[config.mk]
export PLATFORM = sky130hd
export DESIGN_NAME = i2c_eeprom_ctrl
export DESIGN_NICKNAME = d
export VERILOG_FILES = /design/src/source/i2c_eeprom_pkg.sv /design/src/source/i2c_bus_engine.sv /design/src/source/i2c_eeprom_ctrl.sv /design/src/source/i2c_rate_gen.sv /design/src/source/i2c_xfer_seq.sv
export SDC_FILE = /design/constraint.sdc
export NUM_CORES = 1
export LEC_CHECK = 0
export ABC_AREA = 0
export BUFFER_PORTS_ARGS = -buffer_cell sky130_fd_sc_hd__clkbuf_2
export CAP_MARGIN = 10
export CORE_AREA = 5 5 98 137
export DETAILED_ROUTE_END_ITERATION = 8
export DIE_AREA = 0 0 103 142
export HOLD_SLACK_MARGIN = 0.06
export PLACE_DENSITY = 0.88
export SETUP_SLACK_MARGIN = 0.15
export SLEW_MARGIN = 0
export SYNTH_ARGS = -nofsm -noshare
export SYNTH_HDL_FRONTEND = slang
export SYNTH_SLANG_ARGS = --single-unit
[constraint.sdc]
create_clock -name i_clk -period 6.1 [get_ports i_clk]
set_clock_uncertainty 0.05 [all_clocks]
set_input_delay 0.305 -clock i_clk [delete_from_list [all_inputs] [get_ports i_clk]]
set_output_delay 0.305 -clock i_clk [all_outputs]
set_load 0.01 [all_outputs]
[src/source/i2c_eeprom_pkg.sv]
package i2c_eeprom_pkg;

	// data bytes moved per transfer
	parameter int N_DATA_BYTES = 4;

	// bus field widths
	typedef logic [6:0] dev_addr_t;
	typedef logic [15:0] reg_addr_t;
	typedef logic [7:0] byte_t;
	typedef logic [8*N_DATA_BYTES-1:0] word_t;
	typedef logic [2:0] rate_t;

	// scl period of 2^(rate+1) clocks, 6 is the fallback
	localparam rate_t RATE_DEFAULT = 3'd6;

	// one host request, 56 bits
	typedef struct packed {
		dev_addr_t dev_addr;
		reg_addr_t reg_addr;
		word_t     wr_data;
		logic      rd;
	} xfer_req_t;

	// one byte on the wire
	typedef struct packed {
		logic  start;
		logic  stop;
		logic  rx;
		byte_t tx_byte;
		logic  m_ack;
	} byte_cmd_t;

	// a receive right after START cannot happen on the bus,
	// so start together with rx codes a bare STOP
	localparam byte_cmd_t CMD_STOP_ONLY = '{start: 1'b1, stop: 1'b1, rx: 1'b1,
		tx_byte: 8'hff, m_ack: 1'b0};

	// engine phases
	typedef enum logic [2:0] {OP_IDLE, OP_START, OP_BIT, OP_ACK, OP_STOP} engine_op_t;

	// sequencer steps, named after the byte in flight
	typedef enum logic [2:0] {
		SEQ_IDLE, SEQ_ADDR_WR, SEQ_REG_HI, SEQ_REG_LO,
		SEQ_WR_DATA, SEQ_ADDR_RD, SEQ_RD_DATA, SEQ_DONE
	} seq_state_t;

endpackage

[src/source/i2c_bus_engine.sv]
`timescale 1ns/10ps
module i2c_bus_engine import i2c_eeprom_pkg::*; (
	input  logic      i_clk,
	input  logic      i_rst_n,
	input  logic      i_tick,
	input  logic      i_cmd_valid,
	input  byte_cmd_t i_cmd,
	input  logic      i_sda,
	output logic      o_busy,
	output logic      o_byte_done,
	output logic      o_ack_ok,
	output byte_t     o_rx_byte,
	output logic      o_scl_oe,
	output logic      o_sda_oe
);

	engine_op_t op;
	logic [1:0] phase;
	logic [2:0] bit_cnt;
	byte_cmd_t cmd_q;
	byte_t shreg;

	assign o_busy = (op != OP_IDLE);
	// shift register doubles as receive buffer
	assign o_rx_byte = shreg;

	// four ticks per scl period
	// phase 0 pulls scl low, 1 moves sda, 2 releases scl and samples
	always_ff @(posedge i_clk or negedge i_rst_n) begin
		if (!i_rst_n) begin
			op <= OP_IDLE;
			phase <= 2'd0;
			bit_cnt <= 3'd0;
			o_byte_done <= 1'b0;
			o_ack_ok <= 1'b0;
			o_scl_oe <= 1'b0;
			o_sda_oe <= 1'b0;
		end else begin
			o_byte_done <= 1'b0;
			if (op == OP_IDLE) begin
				phase <= 2'd0;
				bit_cnt <= 3'd0;
				// lines hold their level between bytes
				if (i_cmd_valid) begin
					if (i_cmd.start && i_cmd.rx) begin
						op <= OP_STOP;
					end else if (i_cmd.start) begin
						op <= OP_START;
					end else begin
						op <= OP_BIT;
					end
				end
			end else if (i_tick) begin
				phase <= phase + 2'd1;
				case (op)
					OP_START: begin
						// sda falls with scl high
						if (phase == 2'd2) begin
							o_sda_oe <= 1'b1;
						end
						if (phase == 2'd3) begin
							op <= OP_BIT;
						end
					end
					OP_BIT: begin
						case (phase)
							2'd0: o_scl_oe <= 1'b1;
							// msb first and released when receiving
							2'd1: o_sda_oe <= ~cmd_q.rx & ~shreg[7];
							2'd2: o_scl_oe <= 1'b0;
							default: begin
								bit_cnt <= bit_cnt + 3'd1;
								if (bit_cnt == 3'd7) begin
									op <= OP_ACK;
								end
							end
						endcase
					end
					OP_ACK: begin
						case (phase)
							2'd0: o_scl_oe <= 1'b1;
							// slave acks a sent byte and master acks a received one
							2'd1: o_sda_oe <= cmd_q.rx & cmd_q.m_ack;
							2'd2: begin
								o_scl_oe <= 1'b0;
								o_ack_ok <= ~i_sda;
							end
							default: begin
								if (cmd_q.stop) begin
									op <= OP_STOP;
								end else begin
									op <= OP_IDLE;
									o_byte_done <= 1'b1;
								end
							end
						endcase
					end
					OP_STOP: begin
						case (phase)
							2'd0: o_scl_oe <= 1'b1;
							2'd1: o_sda_oe <= 1'b1;
							2'd2: o_scl_oe <= 1'b0;
							default: begin
								// sda rises with scl high
								o_sda_oe <= 1'b0;
								op <= OP_IDLE;
								o_byte_done <= 1'b1;
							end
						endcase
					end
					default: op <= OP_IDLE;
				endcase
			end
		end
	end

	// command and shift data
	// sent bits come back in through i_sda too
	always_ff @(posedge i_clk) begin
		if (op == OP_IDLE && i_cmd_valid) begin
			cmd_q <= i_cmd;
			shreg <= i_cmd.tx_byte;
		end else if (i_tick && op == OP_BIT && phase == 2'd2) begin
			shreg <= {shreg[6:0], i_sda};
		end
	end

	// sda only moves under a high scl for start and stop
	assert property (@(posedge i_clk) disable iff (!i_rst_n)
		(!o_scl_oe && !$past(o_scl_oe) && $past(op) != OP_START && $past(op) != OP_STOP)
		|-> $stable(o_sda_oe));

	// a byte closes out of a busy engine and leaves scl released
	assert property (@(posedge i_clk) disable iff (!i_rst_n)
		o_byte_done |-> (!o_scl_oe && $past(o_busy)));

endmodule

[src/source/i2c_eeprom_ctrl.sv]
`timescale 1ns/10ps
module i2c_eeprom_ctrl import i2c_eeprom_pkg::*; #(
	parameter rate_t P_RATE_DEFAULT = RATE_DEFAULT
) (
	input  logic      i_clk,
	input  logic      i_rst_n,
	input  logic      i_start,
	input  xfer_req_t i_req,
	input  rate_t     i_rate,
	input  logic      i_sda,
	output logic      o_ready,
	output logic      o_done,
	output logic      o_nack,
	output word_t     o_rd_data,
	output logic      o_scl_oe,
	output logic      o_sda_oe
);

	logic tick;
	logic busy;
	logic cmd_valid;
	byte_cmd_t cmd;
	logic byte_done;
	logic ack_ok;
	byte_t rx_byte;

	// rate frozen while the engine is busy
	i2c_rate_gen #(
		.P_RATE_DEFAULT(P_RATE_DEFAULT)
	) u_rate_gen (
		.i_clk   (i_clk),
		.i_rst_n (i_rst_n),
		.i_rate  (i_rate),
		.i_hold  (busy),
		.o_tick  (tick)
	);

	// byte sequence producer
	i2c_xfer_seq u_xfer_seq (
		.i_clk       (i_clk),
		.i_rst_n     (i_rst_n),
		.i_start     (i_start),
		.i_req       (i_req),
		.i_byte_done (byte_done),
		.i_ack_ok    (ack_ok),
		.i_rx_byte   (rx_byte),
		.o_cmd_valid (cmd_valid),
		.o_cmd       (cmd),
		.o_ready     (o_ready),
		.o_done      (o_done),
		.o_nack      (o_nack),
		.o_rd_data   (o_rd_data)
	);

	// open drain pin driver
	i2c_bus_engine u_bus_engine (
		.i_clk       (i_clk),
		.i_rst_n     (i_rst_n),
		.i_tick      (tick),
		.i_cmd_valid (cmd_valid),
		.i_cmd       (cmd),
		.i_sda       (i_sda),
		.o_busy      (busy),
		.o_byte_done (byte_done),
		.o_ack_ok    (ack_ok),
		.o_rx_byte   (rx_byte),
		.o_scl_oe    (o_scl_oe),
		.o_sda_oe    (o_sda_oe)
	);

endmodule

[src/source/i2c_rate_gen.sv]
`timescale 1ns/10ps
module i2c_rate_gen import i2c_eeprom_pkg::*; #(
	parameter rate_t P_RATE_DEFAULT = RATE_DEFAULT
) (
	input  logic  i_clk,
	input  logic  i_rst_n,
	input  rate_t i_rate,
	input  logic  i_hold,
	output logic  o_tick
);

	rate_t rate_q;
	logic [5:0] div_cnt;
	logic [5:0] div_mask;

	// rate only moves between transfers
	// legal selects 4..7 all have the top bit set
	always_ff @(posedge i_clk or negedge i_rst_n) begin
		if (!i_rst_n) begin
			rate_q <= P_RATE_DEFAULT;
		end else if (!i_hold) begin
			rate_q <= i_rate[2] ? i_rate : P_RATE_DEFAULT;
		end
	end

	// tick every 2^(rate-1) clocks, four per scl period
	always_comb begin
		case (rate_q)
			3'd4: div_mask = 6'h07;
			3'd5: div_mask = 6'h0f;
			3'd6: div_mask = 6'h1f;
			default: div_mask = 6'h3f;
		endcase
	end

	// free running divider
	always_ff @(posedge i_clk or negedge i_rst_n) begin
		if (!i_rst_n) begin
			div_cnt <= '0;
			o_tick <= 1'b0;
		end else begin
			div_cnt <= div_cnt + 6'd1;
			o_tick <= ((div_cnt & div_mask) == div_mask);
		end
	end

endmodule

[src/source/i2c_xfer_seq.sv]
`timescale 1ns/10ps
module i2c_xfer_seq import i2c_eeprom_pkg::*; (
	input  logic      i_clk,
	input  logic      i_rst_n,
	input  logic      i_start,
	input  xfer_req_t i_req,
	input  logic      i_byte_done,
	input  logic      i_ack_ok,
	input  byte_t     i_rx_byte,
	output logic      o_cmd_valid,
	output byte_cmd_t o_cmd,
	output logic      o_ready,
	output logic      o_done,
	output logic      o_nack,
	output word_t     o_rd_data
);

	localparam int CNT_W = $clog2(N_DATA_BYTES);
	localparam logic [CNT_W-1:0] LAST_CNT = CNT_W'(N_DATA_BYTES - 1);

	seq_state_t state;
	xfer_req_t req_q;
	word_t rd_shift;
	logic [CNT_W-1:0] byte_cnt;
	logic [CNT_W-1:0] next_cnt;
	byte_t wr_byte;
	logic tx_phase;

	assign o_ready = (state == SEQ_IDLE);
	// index of the next data byte, zero for the first one
	assign next_cnt = (state == SEQ_WR_DATA || state == SEQ_RD_DATA) ? byte_cnt + 1'b1 : '0;
	// msb first, top byte lane goes out first
	assign wr_byte = req_q.wr_data[8*(N_DATA_BYTES-1-int'(next_cnt)) +: 8];
	// ack checked only where the master sent the byte
	assign tx_phase = (state == SEQ_ADDR_WR) || (state == SEQ_REG_HI) ||
		(state == SEQ_REG_LO) || (state == SEQ_WR_DATA) || (state == SEQ_ADDR_RD);

	always_ff @(posedge i_clk or negedge i_rst_n) begin
		if (!i_rst_n) begin
			state <= SEQ_IDLE;
			byte_cnt <= '0;
			o_cmd_valid <= 1'b0;
			o_cmd <= '0;
			o_done <= 1'b0;
			o_nack <= 1'b0;
			o_rd_data <= '0;
		end else begin
			o_cmd_valid <= 1'b0;
			o_done <= 1'b0;
			if (state == SEQ_IDLE) begin
				if (i_start) begin
					state <= SEQ_ADDR_WR;
					o_cmd_valid <= 1'b1;
					o_cmd <= '{start: 1'b1, stop: 1'b0, rx: 1'b0,
						tx_byte: {i_req.dev_addr, 1'b0}, m_ack: 1'b0};
				end
			end else if (i_byte_done) begin
				if (state == SEQ_DONE) begin
					// bare stop after a nack is out
					state <= SEQ_IDLE;
					o_nack <= 1'b1;
					o_done <= 1'b1;
				end else if (tx_phase && !i_ack_ok) begin
					if (o_cmd.stop) begin
						// stop already went out with that byte
						state <= SEQ_IDLE;
						o_nack <= 1'b1;
						o_done <= 1'b1;
					end else begin
						state <= SEQ_DONE;
						o_cmd_valid <= 1'b1;
						o_cmd <= CMD_STOP_ONLY;
					end
				end else begin
					case (state)
						SEQ_ADDR_WR: begin
							state <= SEQ_REG_HI;
							o_cmd_valid <= 1'b1;
							o_cmd <= '{start: 1'b0, stop: 1'b0, rx: 1'b0,
								tx_byte: req_q.reg_addr[15:8], m_ack: 1'b0};
						end
						SEQ_REG_HI: begin
							state <= SEQ_REG_LO;
							o_cmd_valid <= 1'b1;
							// a read closes its address phase here
							o_cmd <= '{start: 1'b0, stop: req_q.rd, rx: 1'b0,
								tx_byte: req_q.reg_addr[7:0], m_ack: 1'b0};
						end
						SEQ_REG_LO: begin
							byte_cnt <= '0;
							o_cmd_valid <= 1'b1;
							if (req_q.rd) begin
								state <= SEQ_ADDR_RD;
								o_cmd <= '{start: 1'b1, stop: 1'b0, rx: 1'b0,
									tx_byte: {req_q.dev_addr, 1'b1}, m_ack: 1'b0};
							end else begin
								state <= SEQ_WR_DATA;
								o_cmd <= '{start: 1'b0, stop: (next_cnt == LAST_CNT), rx: 1'b0,
									tx_byte: wr_byte, m_ack: 1'b0};
							end
						end
						SEQ_WR_DATA: begin
							if (byte_cnt == LAST_CNT) begin
								state <= SEQ_IDLE;
								o_nack <= 1'b0;
								o_done <= 1'b1;
							end else begin
								byte_cnt <= next_cnt;
								o_cmd_valid <= 1'b1;
								o_cmd <= '{start: 1'b0, stop: (next_cnt == LAST_CNT), rx: 1'b0,
									tx_byte: wr_byte, m_ack: 1'b0};
							end
						end
						SEQ_ADDR_RD: begin
							state <= SEQ_RD_DATA;
							byte_cnt <= '0;
							o_cmd_valid <= 1'b1;
							o_cmd <= '{start: 1'b0, stop: (next_cnt == LAST_CNT), rx: 1'b1,
								tx_byte: 8'hff, m_ack: 1'b1};
						end
						SEQ_RD_DATA: begin
							if (byte_cnt == LAST_CNT) begin
								// only a clean read updates the output word
								state <= SEQ_IDLE;
								o_rd_data <= {rd_shift[$bits(word_t)-9:0], i_rx_byte};
								o_nack <= 1'b0;
								o_done <= 1'b1;
							end else begin
								byte_cnt <= next_cnt;
								o_cmd_valid <= 1'b1;
								// master acks every byte, last one too
								o_cmd <= '{start: 1'b0, stop: (next_cnt == LAST_CNT), rx: 1'b1,
									tx_byte: 8'hff, m_ack: 1'b1};
							end
						end
						default: state <= SEQ_IDLE;
					endcase
				end
			end
		end
	end

	// request and read assembly
	always_ff @(posedge i_clk) begin
		if (o_ready && i_start) begin
			req_q <= i_req;
		end
		if (i_byte_done && state == SEQ_RD_DATA) begin
			rd_shift <= {rd_shift[$bits(word_t)-9:0], i_rx_byte};
		end
	end

	// no command while idle
	assert property (@(posedge i_clk) disable iff (!i_rst_n)
		o_cmd_valid |-> !o_ready);

	// done and the return of ready always come together
	assert property (@(posedge i_clk) disable iff (!i_rst_n)
		o_done |-> o_ready);
	assert property (@(posedge i_clk) disable iff (!i_rst_n)
		$rose(o_ready) |-> o_done);

endmodule

; Yosys cells after proc, flatten, opt, wreduce, memory -nomap -nowiden
; Index checks and enable logic that the tools add are counted.
[totals]
word_cells = 206
output_inout_bits = 37
reg_bits = 165
[classes]
mux = 76
reduce_logical = 44
shift = 1
eq_ne = 40
n_addsub = 5
n_bitwise = 10
[ops]
columns = operator, count
row1 = $mux W12, 9
row2 = $pmux W12 S6, 1
row3 = $mux W3, 21
row4 = $shiftx A32 B32 Y8, 1
row5 = $mux W1, 28
row6 = $eq A3 B3 Y1 const B, 9
row7 = $reduce_and A7 Y1, 3
row8 = $pmux W6 S3, 1
row9 = $reduce_and A6 Y1, 3
row10 = $mux W8, 2
row11 = $pmux W3 S5, 1
row12 = $eq A3 B2 Y1 const B, 4
row13 = $mux W2, 6
row14 = $pmux W3 S4, 1
row15 = $reduce_bool A2 Y1, 6
row16 = $ne A2 B2 Y1 const B, 5
row17 = $ne A3 B1 Y1 const B, 3
row18 = $ne A3 B2 Y1 const B, 3
row19 = $reduce_bool A3 Y1, 3
row20 = $eq A2 B2 Y1 const B, 4
row21 = $ne A2 B1 Y1 const B, 4
row22 = $ne A4 B3 Y1 const B, 2
row23 = $pmux W1 S2, 4
row24 = $reduce_and A4 Y1, 2
row25 = 26 further kinds, 50

; Logic depth before layout (Yosys ltp)
[logic_depth]
ltp_word = 11
depth_mapped = 8

; Hierarchy
; From an unflattened synthesis, not the netlist that was laid out.
[hier_totals]
cells_unflattened = 523
hier_area_um2 = 7008.0
[by_module_without_submodules]
columns = mod, n_inst, cells_each, area_each_um2
row1 = i2c_xfer_seq, 1, 384, 5323.9
row2 = i2c_bus_engine, 1, 110, 1326.3
row3 = i2c_rate_gen, 1, 29, 357.8

; Worst setup path after synthesis
; No wires, ideal clock.
[synth_timing]
kind = register -> register
startpoint = reg u_xfer_seq.state[1]
endpoint = reg u_xfer_seq.req_q[0] (netlist bit), enable pin
arrival_ns = 2.362
synth_period_minus_slack_ns = 2.822
slack_ns = 3.278
required_time_ns = 5.640
setup_ns = 0.410
path_stages_with_launch = 8
path_cell_list = dfrtp_1 > buf_6 > or3_4 > buf_6 > clkinv_4 > nand2_2 > buf_2 > inv_1
[synth_via]
elab_chain_len = 2
[synth_rtl]
columns = element, line
row1 = from (decl), i2c_xfer_seq.sv:21  ; seq_state_t state;
row2 = from (signal assigned), i2c_xfer_seq.sv:40  ; state <= SEQ_IDLE;
row3 = from (signal assigned), i2c_xfer_seq.sv:52  ; state <= SEQ_ADDR_WR;
row4 = from (signal assigned), i2c_xfer_seq.sv:60  ; state <= SEQ_IDLE;
row5 = $logic_not A3 Y1, i2c_xfer_seq.sv:29  ; assign o_ready = (state == SEQ_IDLE);
row6 = net o_ready, i2c_eeprom_ctrl.sv:11  ; output logic o_ready,
row7 = $logic_and A1 B1 Y1, i2c_xfer_seq.sv:145  ; if (o_ready && i_start) begin
row8 = to (signal assigned), i2c_xfer_seq.sv:146  ; req_q <= i_req;
row9 = to (decl), i2c_xfer_seq.sv:22  ; xfer_req_t req_q;
; The timed path passes the listed nets, and every way through them passes these cells.
; A chain may end at the register's enable or synchronous reset.

; Worst setup path after layout
[layout_timing]
startpoint = reg u_xfer_seq.state[2]
endpoint = reg u_xfer_seq.o_rd_data[4]
[layout_via]
elab_chain_len = 8
elab_cells_between_ends = 17
classes_between = eq/ne: 7 / bitwise: 3 / reduce/logical: 7
[layout_rtl]
columns = element, line
row1 = $eq A3 B1 Y1 / $eq A3 B2 Y1 (equally long branches), i2c_xfer_seq.sv:35  ; assign tx_phase = (state == SEQ_ADDR_WR) || (state == SEQ_REG_HI) ||
row2 = $logic_or A1 B1 Y1 (2 in a row), i2c_xfer_seq.sv:35
row3 = $logic_or A1 B1 Y1 (2 in a row), i2c_xfer_seq.sv:36  ; (state == SEQ_REG_LO) || (state == SEQ_WR_DATA) || (state == SEQ_ADDR_RD);
row4 = $logic_and A1 B1 Y1, i2c_xfer_seq.sv:63  ; end else if (tx_phase && !i_ack_ok) begin
row5 = $not A1 Y1 (no source line), --
row6 = $reduce_and A6 Y1 (no source line) *, --
row7 = to (signal assigned), i2c_xfer_seq.sv:125  ; o_rd_data <= {rd_shift[$bits(word_t)-9:0], i_rx_byte};
row8 = to (decl), i2c_xfer_seq.sv:15  ; output word_t o_rd_data
; Every way passes the cells marked *; elsewhere a longest branch is shown, timed or not.

==> metrics.md <==
| Metric | Value |
|---|---|
| Outcome | `completed` |
| Lkg Pwr | `about 3.7 nW` |
| Number of nets in the layout | `between 700 and 800` |
| Detailed-route DRC error count | `0` |
| Worst-case headroom to the max-slew limit | `22.9%` |
| Area overhead of the layout relative to synthesis | `24.5%` |
| Critical Path, Cell by Cell | `nor2b_1 > and3_1 > nand2_1 > buf_4 > mux2_1` |
| Pre-Repair DR Iteration Count | `5` |
| Mean number of vias per cell | `just over 6` |
| Vias in the first global route | `between 5,000 and 6,000` |
| Starting density of the core | `58.0%` |
| Worst supply voltage drop on vdd | `198 uV` |
| Grt total ovfl | `0` |
| Type of element capturing the critical path | `flip-flop` |
| Routed length per instance | `20.5 um` |
| Root buffer selected by CTS | `sky130_fd_sc_hd__clkbuf_16` |
| Buffers on Ports | `slightly below 100` |
| Measured slew at the worst slew-check pin | `~1.2 ns` |
| Pin count of the biggest net entering global routing | `74` |
| EDFF count, synth | `91` |
| Ratio of cells with drive above 1 in the final layout | `27.8%` |
| Sequential cell area | `4560 sq um` |
| Post-synthesis average cell area | `13.5 sq um` |
| Wire length of the first global-routing pass | `27,100 um` |
| Number of sinks handled by clock tree synthesis | `164` |
| Delay of the slowest cell on the worst path | `1.04 ns` |
| Pwr Density | `273 nW/um^2` |
| CTS Buffer Depth | `2` |
| Wire length on met1 | `~6000 um` |
| Highest metal layer with signal wires | `met4` |
| Post-DRT Antenna Nets | `0` |
| Hold Slack | `between 0.015 and 0.02 ns` |
| Final worst path period need | `between 3 and 4 ns` |
| Gate count of the mapped netlist | `522` |
| Worst endpoint required time | `6.36 ns` |
| Classification of the worst-slack hold path | `in2async` |
| Combined buffer and inverter count along the critical path | `1` |
| Dominant synthesized flop cell | `sky130_fd_sc_hd__edfxtp_1` |
| Post-CTS resize count | `0` |
| Wire length on met2 | `9250 um` |
| Source-to-sink clock delay at the later pin of the worst-skew pair | `0.43 ns` |
| Half-perimeter wire length after detailed placement | `between 10,000 and 15,000 um` |
| Met3 routed WL | `between 1000 and 1500 um` |
| Count of endpoints failing setup in the final report | `0` |
| Kind of cell adding the most delay to the critical path | `simple AND/OR/NAND/NOR gates` |
| Max Clock Freq | `about 0.27 GHz` |
| Overall routed net length | `around 17,000 um` |
| Global Route Usage Sum | `24.5%` |
| I/O pin count | `100` |
| Post-route core utilization | `72.2%` |
| Largest cells by area after synthesis | `sky130_fd_sc_hd__edfxtp_1 (39%), sky130_fd_sc_hd__dfrtp_1 (26%), sky130_fd_sc_hd__mux2_2 (7.7%), sky130_fd_sc_hd__a22o_1 (2.6%), sky130_fd_sc_hd__a21oi_1 (2.0%)` |
| Final standard cell area without fillers | `8760 sq um` |
| Height of the chip | `142 um` |
| Critical-path cell with the highest stage delay | `sky130_fd_sc_hd__and3_1` |
| Area of the multi-input gates | `approximately 2200 sq um` |
| Synthesis Warnings | `0` |
| Syn_nets | `593` |
| CP startpoint kind | `flip-flop` |
| Critical path fanouts, max | `32` |
| Core region area | `~12,000 sq um` |
| Number of library cell types mapped by synthesis | `55` |
| Global placer's final weighted congestion | `0.905` |
| Cell area after synthesis | `~7000 sq um` |
| Initial antenna violation count | `0` |
| Area of the die | `about 15,000 sq um` |
| Number of flip-flops and latches in the synthesized netlist | `between 150 and 200` |
| Hold Vio Cnt, Final | `0` |
| Clock-pin slew of the registers on the worst-case setup and hold paths | `0.07 ns` |
| Max capacitance violation total | `0` |
| Sequential-to-total area share from yosys stat | `64.8%` |
| Setup total negative slack | `0 ns` |
| ANT cells | `0` |
| Final worst-path cycle share | `60.3%` |
| Area after DPL | `7550 sq um` |
| Setup repair after global routing missed its margin | `false` |
| Fillcell total | `740` |
| Cell row count | `48` |
| Die Span X | `103 um` |
| Arrival time of data at the critical path endpoint | `about 3.9 ns` |
| Number of buffers inserted during clock tree synthesis | `17` |
| H-tree depth | `4` |
| Violation count after the first detailed-route iteration | `about 340` |
| Share of the synthesized area in the top cell type | `38.8%` |
| Library cell occupying the most area in the post-synthesis netlist | `sky130_fd_sc_hd__edfxtp_1` |
| Total number of vias | `5,016` |
| Final Slew Violations | `0` |
| Proportion of synthesized flip-flops having asynchronous set or reset | `44.5%` |
| Kind of critical path | `reg2reg` |
| TritonCTS clock tree | `done` |
[power breakdown]
part	leakage (nW)	total (mW)	switching (mW)	internal (mW)
sequential	1.76	1.19	0.00905	1.18
combinational	1.69	0.0961	0.0433	0.0527
clock	0.299	1.11	0.485	0.625
total	3.75	2.39	0.538	1.85
[metal layers]
metal | vias to the layer above | global-route usage, %
met1 | 2445 | 28.3
met4 | 0 | 9.07
met2 | 279 | 43.9
met3 | 47 | 5.20
met5 | - | 0
li1 | 2245 | -
[stage by stage]
stage	worst slack, ns	total power [mW]	cells
6_report	2.42	2.39	830
3_5_place_dp	2.44	1.27	739
2_1_floorplan	3.28	1.23	522
3_3_place_gp	2.67	1.26	739
5_1_grt	2.22	2.46	830
4_1_cts	2.44	2.39	830
[synth_stat cells, types with 11 or more instances]
cell type                  instances
sky130_fd_sc_hd__a21oi_1          28
sky130_fd_sc_hd__a22o_1           21
sky130_fd_sc_hd__buf_2            15
sky130_fd_sc_hd__clkbuf_1         11
sky130_fd_sc_hd__dfrtp_1          72
sky130_fd_sc_hd__edfxtp_1         91
sky130_fd_sc_hd__inv_1            11
sky130_fd_sc_hd__mux2_2           48
sky130_fd_sc_hd__nand2_1          23
sky130_fd_sc_hd__nand2b_1         15
sky130_fd_sc_hd__nand3_1          12
sky130_fd_sc_hd__nor2_1           26
sky130_fd_sc_hd__o21ai_0          23
[state kept, by name (all words and copies together) (netlist names), 2 cells and up]
name                    cells
u_xfer_seq.o_rd_data       32
u_bus_engine.bit_cnt        3
u_xfer_seq.byte_cnt         2
u_bus_engine.phase          2
u_rate_gen.div_cnt          6
u_xfer_seq.req_q           56
u_bus_engine.o_rx_byte      8
u_rate_gen.rate_q           2
u_xfer_seq.o_cmd           12
u_bus_engine.cmd_q          3
u_bus_engine.op             3
u_xfer_seq.state            3
u_xfer_seq.rd_shift        24
[what timing repair did]
action | in CTS | in global routing
endpoints found under the setup margin | 0 | 0
endpoints found under the hold margin | 58 | 0
hold buffers | 59 | 0
buffers inserted | 0 | 0
[logic make-up (layout without fill, tap and decap cells)]
logic type | count (synthesis) | in the layout | synth area share [%]
compound gates | 128 | 128 | 12.5
xor+xnor | 6 | 6 | 0.747
fa+ha+maj | 8 | 8 | 1.42
buf+inv | 46 | 204 | 3.29
flops | 164 | 164 | 64.8
mux | 55 | 55 | 8.73
simple gates | 115 | 115 | 8.53
[layout make-up]
cell class | instances | share of cell area (%)
Timing Repair Buffer | 160 | 12.6
Tap cell | 150 | 2.14
Sequential cell | 164 | 52.1
Clock inverter | 15 | 2.17
Inverter | 12 | 0.571
Multi-Input combinational cell | 312 | 25.6
Clock buffer | 17 | 4.86
[worst paths after layout]
kind                       slack [ns]                        to                  start  depth (start not counted)
max                              2.42   u_xfer_seq.o_rd_data[4]    u_xfer_seq.state[2]                          5
min                              0.02   u_bus_engine.bit_cnt[2]                i_rst_n                          2
max reg2reg                      2.42   u_xfer_seq.o_rd_data[4]    u_xfer_seq.state[2]                          5
min reg2reg                      0.40     u_rate_gen.div_cnt[0]  u_rate_gen.div_cnt[0]                          1
max in group asynchronous        5.36  u_xfer_seq.o_rd_data[24]                i_rst_n                          2
min in group i_clk               0.08      u_rate_gen.rate_q[0]              i_rate[0]                          3
[cell usage in the layout (no fill, tap or decap), types with 2 or more instances in the layout]
cell type / synthesis / layout
sky130_fd_sc_hd__a21o_1: 2 / 2
sky130_fd_sc_hd__a21oi_1: 28 / 28
sky130_fd_sc_hd__a22o_1: 21 / 21
sky130_fd_sc_hd__a31oi_1: 4 / 4
sky130_fd_sc_hd__and3_1: 9 / 9
sky130_fd_sc_hd__buf_4: 3 / 2
sky130_fd_sc_hd__bufinv_16: 0 / 2
sky130_fd_sc_hd__clkbuf_16: 0 / 17
sky130_fd_sc_hd__clkbuf_2: 1 / 98
sky130_fd_sc_hd__clkinv_8: 0 / 2
sky130_fd_sc_hd__dfrtp_1: 72 / 72
sky130_fd_sc_hd__dlygate4sd3_1: 0 / 59
sky130_fd_sc_hd__edfxtp_1: 91 / 91
sky130_fd_sc_hd__ha_1: 8 / 8
sky130_fd_sc_hd__inv_1: 11 / 10
sky130_fd_sc_hd__inv_6: 0 / 6
sky130_fd_sc_hd__inv_8: 0 / 3
sky130_fd_sc_hd__mux2_1: 3 / 3
sky130_fd_sc_hd__mux2_2: 48 / 48
sky130_fd_sc_hd__mux2i_1: 4 / 4
sky130_fd_sc_hd__nand2_1: 23 / 23
sky130_fd_sc_hd__nand2b_1: 15 / 15
sky130_fd_sc_hd__nand3_1: 12 / 12
sky130_fd_sc_hd__nor2_1: 26 / 26
sky130_fd_sc_hd__nor2b_1: 10 / 10
sky130_fd_sc_hd__nor3_1: 2 / 2
sky130_fd_sc_hd__nor3b_1: 2 / 2
sky130_fd_sc_hd__o2111a_1: 2 / 2
sky130_fd_sc_hd__o211ai_1: 2 / 2
sky130_fd_sc_hd__o21a_1: 3 / 3
sky130_fd_sc_hd__o21ai_0: 23 / 23
sky130_fd_sc_hd__o21bai_1: 3 / 3
sky130_fd_sc_hd__o221ai_1: 2 / 2
sky130_fd_sc_hd__o22a_1: 2 / 2
sky130_fd_sc_hd__o22ai_1: 10 / 10
sky130_fd_sc_hd__o31ai_1: 9 / 9
sky130_fd_sc_hd__o32ai_1: 10 / 10
sky130_fd_sc_hd__or3_1: 8 / 8
sky130_fd_sc_hd__xnor2_1: 4 / 4
sky130_fd_sc_hd__xor2_1: 2 / 2
Note: power is estimated with default switching activity, not from simulation.
